## src/axi_lite_demux_pkg.sv

```systemverilog
/*
 * shared definitions of the 1-to-4 axi4-lite demux
 * port count, ordering depth and channel field types
 */
package axi_lite_demux_pkg;

  // ----------------------------------------------------------------------
  // structure
  // ----------------------------------------------------------------------
  // number of master ports
  localparam int unsigned NO_MST_PORTS = 4;
  // bits needed to name one master port
  localparam int unsigned SEL_W = 2;
  // open transactions per direction, depth of each select fifo
  localparam int unsigned MAX_TRANS = 4;
  // fill count has to reach MAX_TRANS itself
  localparam int unsigned CNT_W = 3;

  // ----------------------------------------------------------------------
  // channel widths
  // ----------------------------------------------------------------------
  localparam int unsigned ADDR_W = 32;
  localparam int unsigned DATA_W = 32;
  // one strobe bit per data byte
  localparam int unsigned STRB_W = 4;

  // master port index, carried through the select fifos
  typedef logic [SEL_W-1:0] select_t;
  typedef logic [ADDR_W-1:0] addr_t;
  typedef logic [DATA_W-1:0] data_t;
  typedef logic [STRB_W-1:0] strb_t;
  // axi prot field
  typedef logic [2:0] prot_t;
  // okay, exokay, slverr, decerr
  typedef logic [1:0] resp_t;
  // one valid or ready bit per master port
  typedef logic [NO_MST_PORTS-1:0] port_vec_t;

endpackage
```

## src/select_fifo_if.sv

```systemverilog
/*
 * select fifo bundle, push and pop side of one ordering fifo
 */
interface select_fifo_if;
  import axi_lite_demux_pkg::*;

  // write side
  logic    push;
  select_t wr_sel;
  logic    full;
  // read side
  logic    pop;
  select_t rd_sel;
  logic    empty;

  // push only while full is low
  modport producer (output push, output wr_sel, input full);
  // pop only while empty is low
  modport consumer (output pop, input rd_sel, input empty);
  // storage view
  modport fifo (
    input  push,
    input  wr_sel,
    input  pop,
    output rd_sel,
    output full,
    output empty
  );

endinterface

```

## src/axi_lite_demux.sv

```systemverilog
/*
 * axi4-lite 1-to-4 demux, slave port steered to four master ports
 * responses returned in request order through select fifos
 */
module axi_lite_demux (
  input  logic                          clk_i,
  input  logic                          rst_i,
  // slave AW
  input  logic                          slv_aw_valid_i,
  input  axi_lite_demux_pkg::addr_t     slv_aw_addr_i,
  input  axi_lite_demux_pkg::prot_t     slv_aw_prot_i,
  input  axi_lite_demux_pkg::select_t   slv_aw_select_i,
  output logic                          slv_aw_ready_o,
  // slave W
  input  logic                          slv_w_valid_i,
  input  axi_lite_demux_pkg::data_t     slv_w_data_i,
  input  axi_lite_demux_pkg::strb_t     slv_w_strb_i,
  output logic                          slv_w_ready_o,
  // slave B
  output logic                          slv_b_valid_o,
  output axi_lite_demux_pkg::resp_t     slv_b_resp_o,
  input  logic                          slv_b_ready_i,
  // slave AR
  input  logic                          slv_ar_valid_i,
  input  axi_lite_demux_pkg::addr_t     slv_ar_addr_i,
  input  axi_lite_demux_pkg::prot_t     slv_ar_prot_i,
  input  axi_lite_demux_pkg::select_t   slv_ar_select_i,
  output logic                          slv_ar_ready_o,
  // slave R
  output logic                          slv_r_valid_o,
  output axi_lite_demux_pkg::data_t     slv_r_data_o,
  output axi_lite_demux_pkg::resp_t     slv_r_resp_o,
  input  logic                          slv_r_ready_i,
  // master side, payloads broadcast
  output axi_lite_demux_pkg::port_vec_t mst_aw_valid_o,
  output axi_lite_demux_pkg::addr_t     mst_aw_addr_o,
  output axi_lite_demux_pkg::prot_t     mst_aw_prot_o,
  input  axi_lite_demux_pkg::port_vec_t mst_aw_ready_i,
  output axi_lite_demux_pkg::port_vec_t mst_w_valid_o,
  output axi_lite_demux_pkg::data_t     mst_w_data_o,
  output axi_lite_demux_pkg::strb_t     mst_w_strb_o,
  input  axi_lite_demux_pkg::port_vec_t mst_w_ready_i,
  input  axi_lite_demux_pkg::port_vec_t mst_b_valid_i,
  input  axi_lite_demux_pkg::resp_t [axi_lite_demux_pkg::NO_MST_PORTS-1:0] mst_b_resp_i,
  output axi_lite_demux_pkg::port_vec_t mst_b_ready_o,
  output axi_lite_demux_pkg::port_vec_t mst_ar_valid_o,
  output axi_lite_demux_pkg::addr_t     mst_ar_addr_o,
  output axi_lite_demux_pkg::prot_t     mst_ar_prot_o,
  input  axi_lite_demux_pkg::port_vec_t mst_ar_ready_i,
  input  axi_lite_demux_pkg::port_vec_t mst_r_valid_i,
  input  axi_lite_demux_pkg::data_t [axi_lite_demux_pkg::NO_MST_PORTS-1:0] mst_r_data_i,
  input  axi_lite_demux_pkg::resp_t [axi_lite_demux_pkg::NO_MST_PORTS-1:0] mst_r_resp_i,
  output axi_lite_demux_pkg::port_vec_t mst_r_ready_o
);

  // ordering fifos, aw to w, w to b, ar to r
  select_fifo_if w_fifo ();
  select_fifo_if b_fifo ();
  select_fifo_if r_fifo ();

  // request payloads go to every port, valid picks the target
  assign mst_aw_addr_o = slv_aw_addr_i;
  assign mst_aw_prot_o = slv_aw_prot_i;
  assign mst_w_data_o  = slv_w_data_i;
  assign mst_w_strb_o  = slv_w_strb_i;
  assign mst_ar_addr_o = slv_ar_addr_i;
  assign mst_ar_prot_o = slv_ar_prot_i;

  // ----------------------------------------------------------------------
  // write path
  // ----------------------------------------------------------------------
  aw_lock_fsm u_aw_lock (
    .clk_i, .rst_i,
    .aw_valid_i     (slv_aw_valid_i),
    .aw_select_i    (slv_aw_select_i),
    .aw_ready_o     (slv_aw_ready_o),
    .mst_aw_valid_o (mst_aw_valid_o),
    .mst_aw_ready_i (mst_aw_ready_i),
    .w_fifo         (w_fifo.producer)
  );

  select_fifo u_w_fifo (.clk_i, .rst_i, .q(w_fifo.fifo));
  select_fifo u_b_fifo (.clk_i, .rst_i, .q(b_fifo.fifo));

  write_route u_write_route (
    .clk_i, .rst_i,
    .w_valid_i     (slv_w_valid_i),
    .w_ready_o     (slv_w_ready_o),
    .mst_w_valid_o (mst_w_valid_o),
    .mst_w_ready_i (mst_w_ready_i),
    .mst_b_valid_i (mst_b_valid_i),
    .mst_b_resp_i  (mst_b_resp_i),
    .mst_b_ready_o (mst_b_ready_o),
    .b_valid_o     (slv_b_valid_o),
    .b_resp_o      (slv_b_resp_o),
    .b_ready_i     (slv_b_ready_i),
    .w_fifo        (w_fifo.consumer),
    .b_fifo_in     (b_fifo.producer),
    .b_fifo_out    (b_fifo.consumer)
  );

  // ----------------------------------------------------------------------
  // read path
  // ----------------------------------------------------------------------
  select_fifo u_r_fifo (.clk_i, .rst_i, .q(r_fifo.fifo));

  read_route u_read_route (
    .clk_i, .rst_i,
    .ar_valid_i     (slv_ar_valid_i),
    .ar_select_i    (slv_ar_select_i),
    .ar_ready_o     (slv_ar_ready_o),
    .mst_ar_valid_o (mst_ar_valid_o),
    .mst_ar_ready_i (mst_ar_ready_i),
    .mst_r_valid_i  (mst_r_valid_i),
    .mst_r_data_i   (mst_r_data_i),
    .mst_r_resp_i   (mst_r_resp_i),
    .mst_r_ready_o  (mst_r_ready_o),
    .r_valid_o      (slv_r_valid_o),
    .r_data_o       (slv_r_data_o),
    .r_resp_o       (slv_r_resp_o),
    .r_ready_i      (slv_r_ready_i),
    .r_fifo_in      (r_fifo.producer),
    .r_fifo_out     (r_fifo.consumer)
  );

endmodule

```

## src/read_route.sv

```systemverilog
/*
 * read request and response routing
 * AR steered by its select, R returned in AR order
 */
module read_route (
  input  logic                          clk_i,
  input  logic                          rst_i,
  input  logic                          ar_valid_i,
  input  axi_lite_demux_pkg::select_t   ar_select_i,
  output logic                          ar_ready_o,
  output axi_lite_demux_pkg::port_vec_t mst_ar_valid_o,
  input  axi_lite_demux_pkg::port_vec_t mst_ar_ready_i,
  input  axi_lite_demux_pkg::port_vec_t mst_r_valid_i,
  input  axi_lite_demux_pkg::data_t [axi_lite_demux_pkg::NO_MST_PORTS-1:0] mst_r_data_i,
  input  axi_lite_demux_pkg::resp_t [axi_lite_demux_pkg::NO_MST_PORTS-1:0] mst_r_resp_i,
  output axi_lite_demux_pkg::port_vec_t mst_r_ready_o,
  output logic                          r_valid_o,
  output axi_lite_demux_pkg::data_t     r_data_o,
  output axi_lite_demux_pkg::resp_t     r_resp_o,
  input  logic                          r_ready_i,
  select_fifo_if.producer               r_fifo_in,
  select_fifo_if.consumer               r_fifo_out
);
  import axi_lite_demux_pkg::*;

  // ----------------------------------------------------------------------
  // AR channel
  // ----------------------------------------------------------------------
  // held back while no room for the select
  always_comb begin
    mst_ar_valid_o              = '0;
    mst_ar_valid_o[ar_select_i] = ar_valid_i && !r_fifo_in.full;
  end

  assign ar_ready_o       = !r_fifo_in.full && mst_ar_ready_i[ar_select_i];
  assign r_fifo_in.push   = ar_valid_i && ar_ready_o;
  assign r_fifo_in.wr_sel = ar_select_i;

  // ----------------------------------------------------------------------
  // R channel
  // ----------------------------------------------------------------------
  assign r_valid_o = !r_fifo_out.empty && mst_r_valid_i[r_fifo_out.rd_sel];
  assign r_data_o  = r_fifo_out.empty ? '0 : mst_r_data_i[r_fifo_out.rd_sel];
  assign r_resp_o  = r_fifo_out.empty ? '0 : mst_r_resp_i[r_fifo_out.rd_sel];

  always_comb begin
    mst_r_ready_o                    = '0;
    mst_r_ready_o[r_fifo_out.rd_sel] = !r_fifo_out.empty && r_ready_i;
  end

  assign r_fifo_out.pop = r_valid_o && r_ready_i;

  // upstream keeps the request and its target until accepted
  a_ar_stable: assert property (@(posedge clk_i) disable iff (rst_i)
    (ar_valid_i && !ar_ready_o) |=> (ar_valid_i && $stable(ar_select_i)));

endmodule

```

## src/write_route.sv

```systemverilog
/*
 * write data and response routing
 * W follows the w fifo head, B returns in the order of W beats
 */
module write_route (
  input  logic                          clk_i,
  input  logic                          rst_i,
  input  logic                          w_valid_i,
  output logic                          w_ready_o,
  output axi_lite_demux_pkg::port_vec_t mst_w_valid_o,
  input  axi_lite_demux_pkg::port_vec_t mst_w_ready_i,
  input  axi_lite_demux_pkg::port_vec_t mst_b_valid_i,
  input  axi_lite_demux_pkg::resp_t [axi_lite_demux_pkg::NO_MST_PORTS-1:0] mst_b_resp_i,
  output axi_lite_demux_pkg::port_vec_t mst_b_ready_o,
  output logic                          b_valid_o,
  output axi_lite_demux_pkg::resp_t     b_resp_o,
  input  logic                          b_ready_i,
  select_fifo_if.consumer               w_fifo,
  select_fifo_if.producer               b_fifo_in,
  select_fifo_if.consumer               b_fifo_out
);
  import axi_lite_demux_pkg::*;

  logic w_open;
  logic w_fire;

  // ----------------------------------------------------------------------
  // W channel
  // ----------------------------------------------------------------------
  // needs a known target and room for its B select
  assign w_open = !w_fifo.empty && !b_fifo_in.full;

  always_comb begin
    mst_w_valid_o                = '0;
    mst_w_valid_o[w_fifo.rd_sel] = w_open && w_valid_i;
  end

  assign w_ready_o = w_open && mst_w_ready_i[w_fifo.rd_sel];
  assign w_fire    = w_valid_i && w_ready_o;

  // beat done, select moves from w fifo to b fifo
  assign w_fifo.pop       = w_fire;
  assign b_fifo_in.push   = w_fire;
  assign b_fifo_in.wr_sel = w_fifo.rd_sel;

  // ----------------------------------------------------------------------
  // B channel
  // ----------------------------------------------------------------------
  assign b_valid_o = !b_fifo_out.empty && mst_b_valid_i[b_fifo_out.rd_sel];
  assign b_resp_o  = b_fifo_out.empty ? '0 : mst_b_resp_i[b_fifo_out.rd_sel];

  // only the head port gets ready
  always_comb begin
    mst_b_ready_o                    = '0;
    mst_b_ready_o[b_fifo_out.rd_sel] = !b_fifo_out.empty && b_ready_i;
  end

  assign b_fifo_out.pop = b_valid_o && b_ready_i;

  // a stalled beat stays at its port until taken
  a_w_valid_held: assert property (@(posedge clk_i) disable iff (rst_i)
    |(mst_w_valid_o & ~mst_w_ready_i) |=> $stable(mst_w_valid_o));

endmodule

```

## src/aw_lock_fsm.sv

```systemverilog
/*
 * aw issue control, steers AW to the selected master port
 * select is pushed once, valid held under master stall
 */
module aw_lock_fsm (
  input  logic                          clk_i,
  input  logic                          rst_i,
  input  logic                          aw_valid_i,
  input  axi_lite_demux_pkg::select_t   aw_select_i,
  output logic                          aw_ready_o,
  output axi_lite_demux_pkg::port_vec_t mst_aw_valid_o,
  input  axi_lite_demux_pkg::port_vec_t mst_aw_ready_i,
  select_fifo_if.producer               w_fifo
);
  import axi_lite_demux_pkg::*;

  // IDLE waits for a new AW, LOCKED means select already pushed
  enum logic {IDLE, LOCKED} state_q, state_d;

  assign w_fifo.wr_sel = aw_select_i;

  always_comb begin
    state_d        = state_q;
    aw_ready_o     = 1'b0;
    mst_aw_valid_o = '0;
    w_fifo.push    = 1'b0;
    case (state_q)
      IDLE: begin
        // valid only raised when the w fifo can take the select
        if (aw_valid_i && !w_fifo.full) begin
          w_fifo.push                 = 1'b1;
          mst_aw_valid_o[aw_select_i] = 1'b1;
          if (mst_aw_ready_i[aw_select_i]) begin
            aw_ready_o = 1'b1;
          end else begin
            state_d = LOCKED;
          end
        end
      end
      LOCKED: begin
        // keep the request up, no second push
        mst_aw_valid_o[aw_select_i] = 1'b1;
        if (mst_aw_ready_i[aw_select_i]) begin
          aw_ready_o = 1'b1;
          state_d    = IDLE;
        end
      end
      default: state_d = IDLE;
    endcase
  end

  always_ff @(posedge clk_i) begin
    if (rst_i) begin
      state_q <= IDLE;
    end else begin
      state_q <= state_d;
    end
  end

  // a stalled master sees the same valid next cycle
  a_aw_valid_held: assert property (@(posedge clk_i) disable iff (rst_i)
    |(mst_aw_valid_o & ~mst_aw_ready_i) |=> $stable(mst_aw_valid_o));
  // the pushed select must match the port still being driven
  a_sel_stable: assert property (@(posedge clk_i) disable iff (rst_i)
    (state_q == LOCKED) |-> $stable(aw_select_i));

endmodule

```

## src/select_fifo.sv

```systemverilog
/*
 * select fifo, MAX_TRANS port indices in order of arrival
 * no fall-through, a push shows at rd_sel one cycle later
 */
module select_fifo (
  input  logic        clk_i,
  input  logic        rst_i,
  select_fifo_if.fifo q
);
  import axi_lite_demux_pkg::*;

  logic [$clog2(MAX_TRANS)-1:0] wr_ptr;
  logic [$clog2(MAX_TRANS)-1:0] rd_ptr;
  // select storage
  select_t                      mem_q [MAX_TRANS];

  // ----------------------------------------------------------------------
  // pointers and flags
  // ----------------------------------------------------------------------
  fifo_occupancy_counter u_occupancy (
    .clk_i    (clk_i),
    .rst_i    (rst_i),
    .push_i   (q.push),
    .pop_i    (q.pop),
    .wr_ptr_o (wr_ptr),
    .rd_ptr_o (rd_ptr),
    .full_o   (q.full),
    .empty_o  (q.empty)
  );

  // ----------------------------------------------------------------------
  // storage
  // ----------------------------------------------------------------------
  always_ff @(posedge clk_i) begin
    if (q.push) begin
      mem_q[wr_ptr] <= q.wr_sel;
    end
  end

  // head entry, only meaningful while not empty
  assign q.rd_sel = mem_q[rd_ptr];

endmodule

```

## src/fifo_occupancy_counter.sv

```systemverilog
/*
 * occupancy tracking of one select fifo
 * wrapping read and write pointers plus a fill count
 */
module fifo_occupancy_counter (
  input  logic                                             clk_i,
  input  logic                                             rst_i,
  input  logic                                             push_i,
  input  logic                                             pop_i,
  output logic [$clog2(axi_lite_demux_pkg::MAX_TRANS)-1:0] wr_ptr_o,
  output logic [$clog2(axi_lite_demux_pkg::MAX_TRANS)-1:0] rd_ptr_o,
  output logic                                             full_o,
  output logic                                             empty_o
);
  import axi_lite_demux_pkg::*;

  logic [CNT_W-1:0] cnt_q;

  always_ff @(posedge clk_i) begin
    if (rst_i) begin
      wr_ptr_o <= '0;
      rd_ptr_o <= '0;
      cnt_q    <= '0;
    end else begin
      // pointers wrap at the last entry
      if (push_i) begin
        wr_ptr_o <= ({1'b0, wr_ptr_o} == CNT_W'(MAX_TRANS - 1)) ? '0 : wr_ptr_o + 1'b1;
      end
      if (pop_i) begin
        rd_ptr_o <= ({1'b0, rd_ptr_o} == CNT_W'(MAX_TRANS - 1)) ? '0 : rd_ptr_o + 1'b1;
      end
      // push and pop together leave the count alone
      case ({push_i, pop_i})
        2'b10:   cnt_q <= cnt_q + 1'b1;
        2'b01:   cnt_q <= cnt_q - 1'b1;
        default: cnt_q <= cnt_q;
      endcase
    end
  end

  assign full_o  = (cnt_q == CNT_W'(MAX_TRANS));
  assign empty_o = (cnt_q == '0);

  // producers and consumers must respect the flags
  a_no_push_full: assert property (@(posedge clk_i) disable iff (rst_i) full_o |-> !push_i);
  a_no_pop_empty: assert property (@(posedge clk_i) disable iff (rst_i) empty_o |-> !pop_i);

endmodule

```

## config.mk

```make
export PLATFORM = sky130hd
export DESIGN_NAME = axi_lite_demux
export DESIGN_NICKNAME = d
export VERILOG_FILES = /design/src/axi_lite_demux_pkg.sv /design/src/select_fifo_if.sv /design/src/axi_lite_demux.sv /design/src/read_route.sv /design/src/write_route.sv /design/src/aw_lock_fsm.sv /design/src/select_fifo.sv /design/src/fifo_occupancy_counter.sv
export SDC_FILE = /design/constraint.sdc
export NUM_CORES = 1
export LEC_CHECK = 0
export ABC_AREA = 1
export BUFFER_PORTS_ARGS = -buffer_cell sky130_fd_sc_hd__buf_2
export CELL_PAD_IN_SITES_DETAIL_PLACEMENT = 1
export CELL_PAD_IN_SITES_GLOBAL_PLACEMENT = 2
export CORE_AREA = 2 2 172 174
export CTS_BUF_LIST = sky130_fd_sc_hd__clkbuf_4 sky130_fd_sc_hd__clkbuf_8 sky130_fd_sc_hd__clkbuf_16
export DETAILED_ROUTE_END_ITERATION = 7
export DIE_AREA = 0 0 174 176
export PLACE_DENSITY_LB_ADDON = 0.1
export SYNTH_ARGS = -nofsm -noshare
export SYNTH_HDL_FRONTEND = slang
export SYNTH_SLANG_ARGS = --single-unit
```

## constraint.sdc

```tcl
create_clock -name clk_i -period 3.1 [get_ports clk_i]
set_input_delay 0.155 -clock clk_i [delete_from_list [all_inputs] [get_ports clk_i]]
set_output_delay 0.155 -clock clk_i [all_outputs]
set_load 0.01 [all_outputs]
```

==> results of run 1 <==
-- where the power goes --
part	internal, uW	switching (uW)
logic	967	1840
clock network	389	247
registers	876	125
-- metal layers --
layer,global-route usage (%),vias to the layer above
met5,1.60,-
met2,22.7,296
li1,-,2203
met4,2.87,4
met1,14.1,2099
met3,8.63,22
-- metrics by stage --
stage	setup WS (ns)	cell area, um^2	total power, uW
6_report	0.402	5560	4450
5_1_grt	0.00624	5550	4890
4_1_cts	0.321	5550	4570
3_5_place_dp	0.366	5390	3910
3_3_place_gp	0.493	5390	3860
2_1_floorplan	0.715	4570	2930
-- kinds of logic (layout without fill, tap and decap cells) --
family,Yosys count,in the layout
AND/OR/NAND/NOR,185,185
AO/OA/AOI/OAI,155,155
adder cells (fa/ha/maj),20,20
buffers and inverters,197,323
other,0,1
flip-flops,52,52
-- worst max-delay path, cell delays in order, from the launching register on --
cell and delay, ns:
dfxtp_1 0.41, inv_2 0.08, nand2_1 0.06, nand3_1 0.06, nand2_1 0.13, inv_1 0.15
nand2_2 0.10, nor2_1 0.05, a21oi_2 0.17, nand3_4 0.16, inv_2 0.14, ha_1 0.15
inv_1 0.07, fa_1 0.38, a21oi_1 0.15, o21ai_0 0.11, o21ai_0 0.17, a21oi_1 0.06
-- how the worst max path moves through the flow --
stage,slack [ns],start,endpoint
global route,0.006,register,u_w_fifo.u_occupancy.cnt_q[2]$_SDFFE_PP0P_
finish,0.40,register,u_w_fifo.u_occupancy.cnt_q[2]$_SDFFE_PP0P_
floorplan,0.72,register,u_b_fifo.u_occupancy.cnt_q[2]$_SDFFE_PP0P_
detailed placement,0.37,register,u_w_fifo.u_occupancy.cnt_q[2]$_SDFFE_PP0P_
global placement,0.49,register,u_w_fifo.u_occupancy.cnt_q[2]$_SDFFE_PP0P_
CTS,0.32,register,slv_r_data_o[26]
-- cells in the final DEF (no fill, tap or decap), types with 2 or more instances in the layout --
cell and count:
a31oi_1 3, nand2_4 2, nand4_1 2, dfxtp_1 28
edfxtp_1 24, nor3_1 15, nand3_1 17, a22oi_1 68
inv_2 9, a21oi_1 49, nand3_2 4, clkbuf_16 5
o21ai_0 21, nor2_1 60, o21ai_1 3, buf_4 6
a41oi_1 2, buf_2 235, ha_1 17, nand2_2 8
a211oi_1 2, nor2_4 2, inv_1 65, o211a_1 2
fa_1 3, nand2_1 69
-- cell type report --
type	count	area (um^2)	share of cell area [%]
antenna	1	2.50	0.0450
clock buffer	6	133	2.39
clock inverter	2	35.0	0.630
inverter	74	278	5.00
multi-input combinational	360	2130	38.3
sequential	52	1280	23.1
tap	384	480	8.65
timing repair buffer	241	1220	22.0
==> results.cfg, run 1 <==
[outcome]
status = finished, final reports clean

[timing]
min_period_ns = 2.70
worst_slew_pin_slew_ns = 0.634
finalCritPeriodShare_pct = 87.0
slew_headroom_pct = 57.7
whs_ns = 0.115
setup_tns_ns = 0
rsz0062_at_grt = false
slew_viol_final = 0
fin_skew_ns = 0.0104
setup_violations = 0
max_freq_mhz = 371
hold_viol_final = 0

[drt]
top_layer = met5
drcViolationCount = 0
detail_route.wl_per_cell_um = 19.3
firstDrtPassIters = 4
wl_mm = 21.6
route.met3.wl_mm = 3.10
via_per_inst = 4.13
met2_length_mm = 10.2
dr.first_iter.drc_count = 150
vias = 4624
ant_nets = 0
drt-met1-wl_mm = 7.89

[clock_network]
cts_setup_buffers = 0
insertion_delay_ns = 0.30
cts_resized = 0
root_buffer = clkbuf_16
path_clk_slew_ns = 0.07
cts_sinks = 52
ctsHoldBuffers = 0
numCtsBuffers = 5
cts_tree = built
cts_buffer_depth = 2
cts_max_level = 2

[logic_synthesis]
synth_most_common_cell = buf_4
avgSynthCellArea_um2 = 7.50
synth-seq-cells = 52
yosysTopAreaCellShare_pct = 18.1
synth_fa_ha_area_share_pct = 5.97
async_reset_ff_share_pct = 0
ys_seq_area_share_pct = 28.1
synth.area.mux_share_pct = 0
synthTopCellsByArea = buf_4 18%, edfxtp_1 16%, dfxtp_1 12%, a22oi_1 11%, nand2_1 5.7%
synth_compound_area_share_pct = 21.6
synth_common_cells = 110 x buf_4, 69 x nand2_1, 68 x a22oi_1
syn_nets = 910
mappedNetlistArea_um2 = 4570
yosys_warnings = 0
synth_xor_area_share_pct = 0
synth_top_family_by_area = buffers and inverters
synth_flop_cell = dfxtp_1
synthSimpleGateAreaFrac_pct = 18.8
synth_edf_count = 24
synth_cells = 609
yosysTopAreaCell = buf_4
synth_cell_types = 37

[global_routing]
grt_util_all_layers_pct = 13.5
grt_pass1_vias = 4927
gr-total-overflow = 0
grt_max_degree = 35
grt_pass1_wl_mm = 31.3
antenna_found_initial = 3

[critical_path]
crit_type = reg -> reg
ff2ff_setup_slack_ns = 0.40
cp-end-kind = register
crit_arrival_ns = 2.88
critPathLaunchType = register
r2r-end = u_w_fifo.u_occupancy.cnt_q[2]$_SDFFE_PP0P_
path_max_fanout = 10
reg2reg_depth = 17
critPathRequiredTime_ns = 3.28

[worst_hold_path]
holdPathStages = 2
hp-start = rst_i
min_path_type = in -> reg
whs_endpoint = u_w_fifo.u_occupancy.cnt_q[1]$_SDFFE_PP0P_

[die]
io-pin-count = 448
rows = 62
die_w_um = 174
initial_core_util_pct = 16.0
dieArea_um2 = 30600
core_um2 = 28500
die_h_um = 176

[final_layout]
stdcell_count = 1120
fill_cells = 3564
drive_above_1_share_pct = 38.1
area_growth_pct = 21.7
nets = 1035
final_util_pct = 19.5

[placement]
dp.cells = 1111
numPortBuffers = 235
dpl.hpwl_mm = 18.9
gp_congestion = 0.847

[power]
power_density_nw_per_um2 = 800
p_leak_uw = 0.00264
peakVddDrop_uv = 227

[flow_run]
maxCapViolCount = 0
Note: power is estimated with default switching activity, not from simulation.
==> run 2, diff against run 1 <==
==> constraint.sdc (replaced) <==
create_clock -name clk_i -period 3.1 [get_ports clk_i]
set_input_delay 0.62 -clock clk_i [delete_from_list [all_inputs] [get_ports clk_i]]
set_output_delay 0.62 -clock clk_i [all_outputs]
set_load 0.01 [all_outputs]
==> results.cfg, run 2 (synthesis gave the netlist of run 1 again) <==
[drt]
vias = 4686
ant_nets = 0
drcViolationCount = 0
wl_mm = 22.3
via_per_inst = 4.16
dr.first_iter.drc_count = 163
firstDrtPassIters = 4
detail_route.wl_per_cell_um = 19.8

[die]
io-pin-count = 448
core_um2 = 28500
die_w_um = 174
die_h_um = 176
initial_core_util_pct = 16.0
dieArea_um2 = 30600
rows = 62

[timing]
worst_slew_pin_slew_ns = 0.649
finalCritPeriodShare_pct = 92.7
rsz0062_at_grt = false
hold_viol_final = 0
worst_slack_ns = 0.225
slew_headroom_pct = 56.7
min_period_ns = 2.87
fin_skew_ns = 0.00435
max_freq_mhz = 348
setup_violations = 0
slew_viol_final = 0
setup_tns_ns = 0

[power]
p_comb_share_pct = 65.6
power_density_nw_per_um2 = 812
peakVddDrop_uv = 179
p_leak_uw = 0.00268
swShare_pct = 50.0
internal-power_uw = 2290
p_clk_share_pct = 12.5
power_switching_uw = 2290
seqPwrFrac_pct = 21.9

[clock_network]
cts_max_level = 2
cts_tree = built
root_buffer = clkbuf_16
ctsHoldBuffers = 0
numCtsBuffers = 5
path_clk_slew_ns = 0.07
cts_sinks = 52
insertion_delay_ns = 0.29
cts_buffer_depth = 2

[flow_run]
maxCapViolCount = 0

[final_layout]
layout_commonest_cell = buf_2
drive_above_1_share_pct = 38.8
final_cell_mix = 235 x buf_2, 69 x nand2_1, 68 x a22oi_1
fill_cells = 3544
area_growth_pct = 23.5
nets = 1042

[critical_path]
path_max_fanout = 33
critPathRequiredTime_ns = 2.48
crit_type = reg -> out
cp-end-kind = output port
reg2reg_depth = 17
ff2ff_setup_slack_ns = 0.39
r2r-end = u_b_fifo.u_occupancy.cnt_q[2]$_SDFFE_PP0P_
crit_arrival_ns = 2.25
critPathLaunchType = register

[placement]
numPortBuffers = 235
dp_slack_ns = 0.350
dpl.hpwl_mm = 19.6
gp_congestion = 0.844

[global_routing]
grt_pass1_wl_mm = 31.2
grt_pass1_vias = 4735
antenna_found_initial = 0
grt_max_degree = 35
gr-total-overflow = 0
grt_util_all_layers_pct = 13.6

[outcome]
status = finished, final reports clean

[worst_hold_path]
whs_endpoint = u_b_fifo.u_occupancy.cnt_q[0]$_SDFFE_PP0P_
holdPathStages = 1
min_path_type = reg -> reg
hp-start = u_b_fifo.u_occupancy.cnt_q[0]$_SDFFE_PP0P_
[run 2: changes by cell type in the layout (fill, tap and decap cells not counted), sizes merged]
cell	previous run	this run
clkbuf	6	7
buf	241	248
clkinvlp	0	1
clkinv	1	0
bufinv	1	0
[run 2: through the flow]
stage	std cells	power (uW)	hold WS (ns)	util, %	cell area (um^2)
after global placement	1116	4030	0.460	19.1	5450
final	1127	4580	0.481	19.7	5640
after floorplan	609	2930	0.444	-	4570
after detailed placement	1116	4060	0.470	19.1	5450
after CTS	1124	4670	0.485	19.6	5600
after global routing	1126	5000	0.513	19.7	5630
[run 2: worst max-delay path by stage]
| stage | endpoint | slack, ns | from |
|---|---|---|---|
| 6_report | slv_r_data_o[29] | 0.23 | register |
| 3_5_place_dp | u_b_fifo.u_occupancy.cnt_q[2]$_SDFFE_PP0P_ | 0.35 | register |
| 4_1_cts | slv_r_data_o[26] | 0.06 | register |
| 3_3_place_gp | u_b_fifo.u_occupancy.cnt_q[2]$_SDFFE_PP0P_ | 0.36 | register |
| 5_1_grt | slv_r_data_o[27] | 0.008 | register |
| 2_1_floorplan | u_b_fifo.u_occupancy.cnt_q[2]$_SDFFE_PP0P_ | 0.72 | register |
[run 2: what timing repair did]
action	CTS	global route
hold endpoints to repair	0	0
gates resized for setup	0	1
setup buffers	0	2
endpoints found under the setup margin	0	4
[run 2: power by group through the flow]
| stage | combinational (uW) | sequential (uW) | clock [uW] |
|---|---|---|---|
| after floorplan | 1960 | 973 | 0 |
| after global placement | 3010 | 1010 | 0 |
| after detailed placement | 3040 | 1020 | 0 |
| after CTS | 3060 | 1010 | 603 |
| after global routing | 3350 | 1030 | 622 |
| final | 3000 | 1000 | 573 |
[run 2: worst max-delay path, cell delays in order (launching register included)]
cell and delay [ns]:
dfxtp_1 0.43, inv_2 0.10, nand2_2 0.08, nand3_2 0.10, nand2_4 0.18, nand2_1 0.15, inv_2 0.15, buf_12 0.21
a22oi_1 0.09, a21oi_1 0.27, buf_2 0.19
[run 2: per-layer routing]
| layer | part of all wire, % | GRT usage (%) | vias up |
|---|---|---|---|
| met5 | 0.30 | 1.44 | - |
| met4 | 1.5 | 3.29 | 2 |
| met3 | 14 | 8.10 | 17 |
| met2 | 47 | 22.4 | 299 |
| met1 | 37 | 14.8 | 2145 |
| li1 | - | - | 2223 |
[run 2: layout make-up]
class,instances,area [um^2],share of cell area (%)
multi-input combinational,360,2130,37.8
clock inverter,1,7.51,0.133
sequential,52,1280,22.7
clock buffer,7,146,2.60
tap,384,480,8.52
timing repair buffer,248,1310,23.3
inverter,74,278,4.93
antenna,1,2.50,0.0444
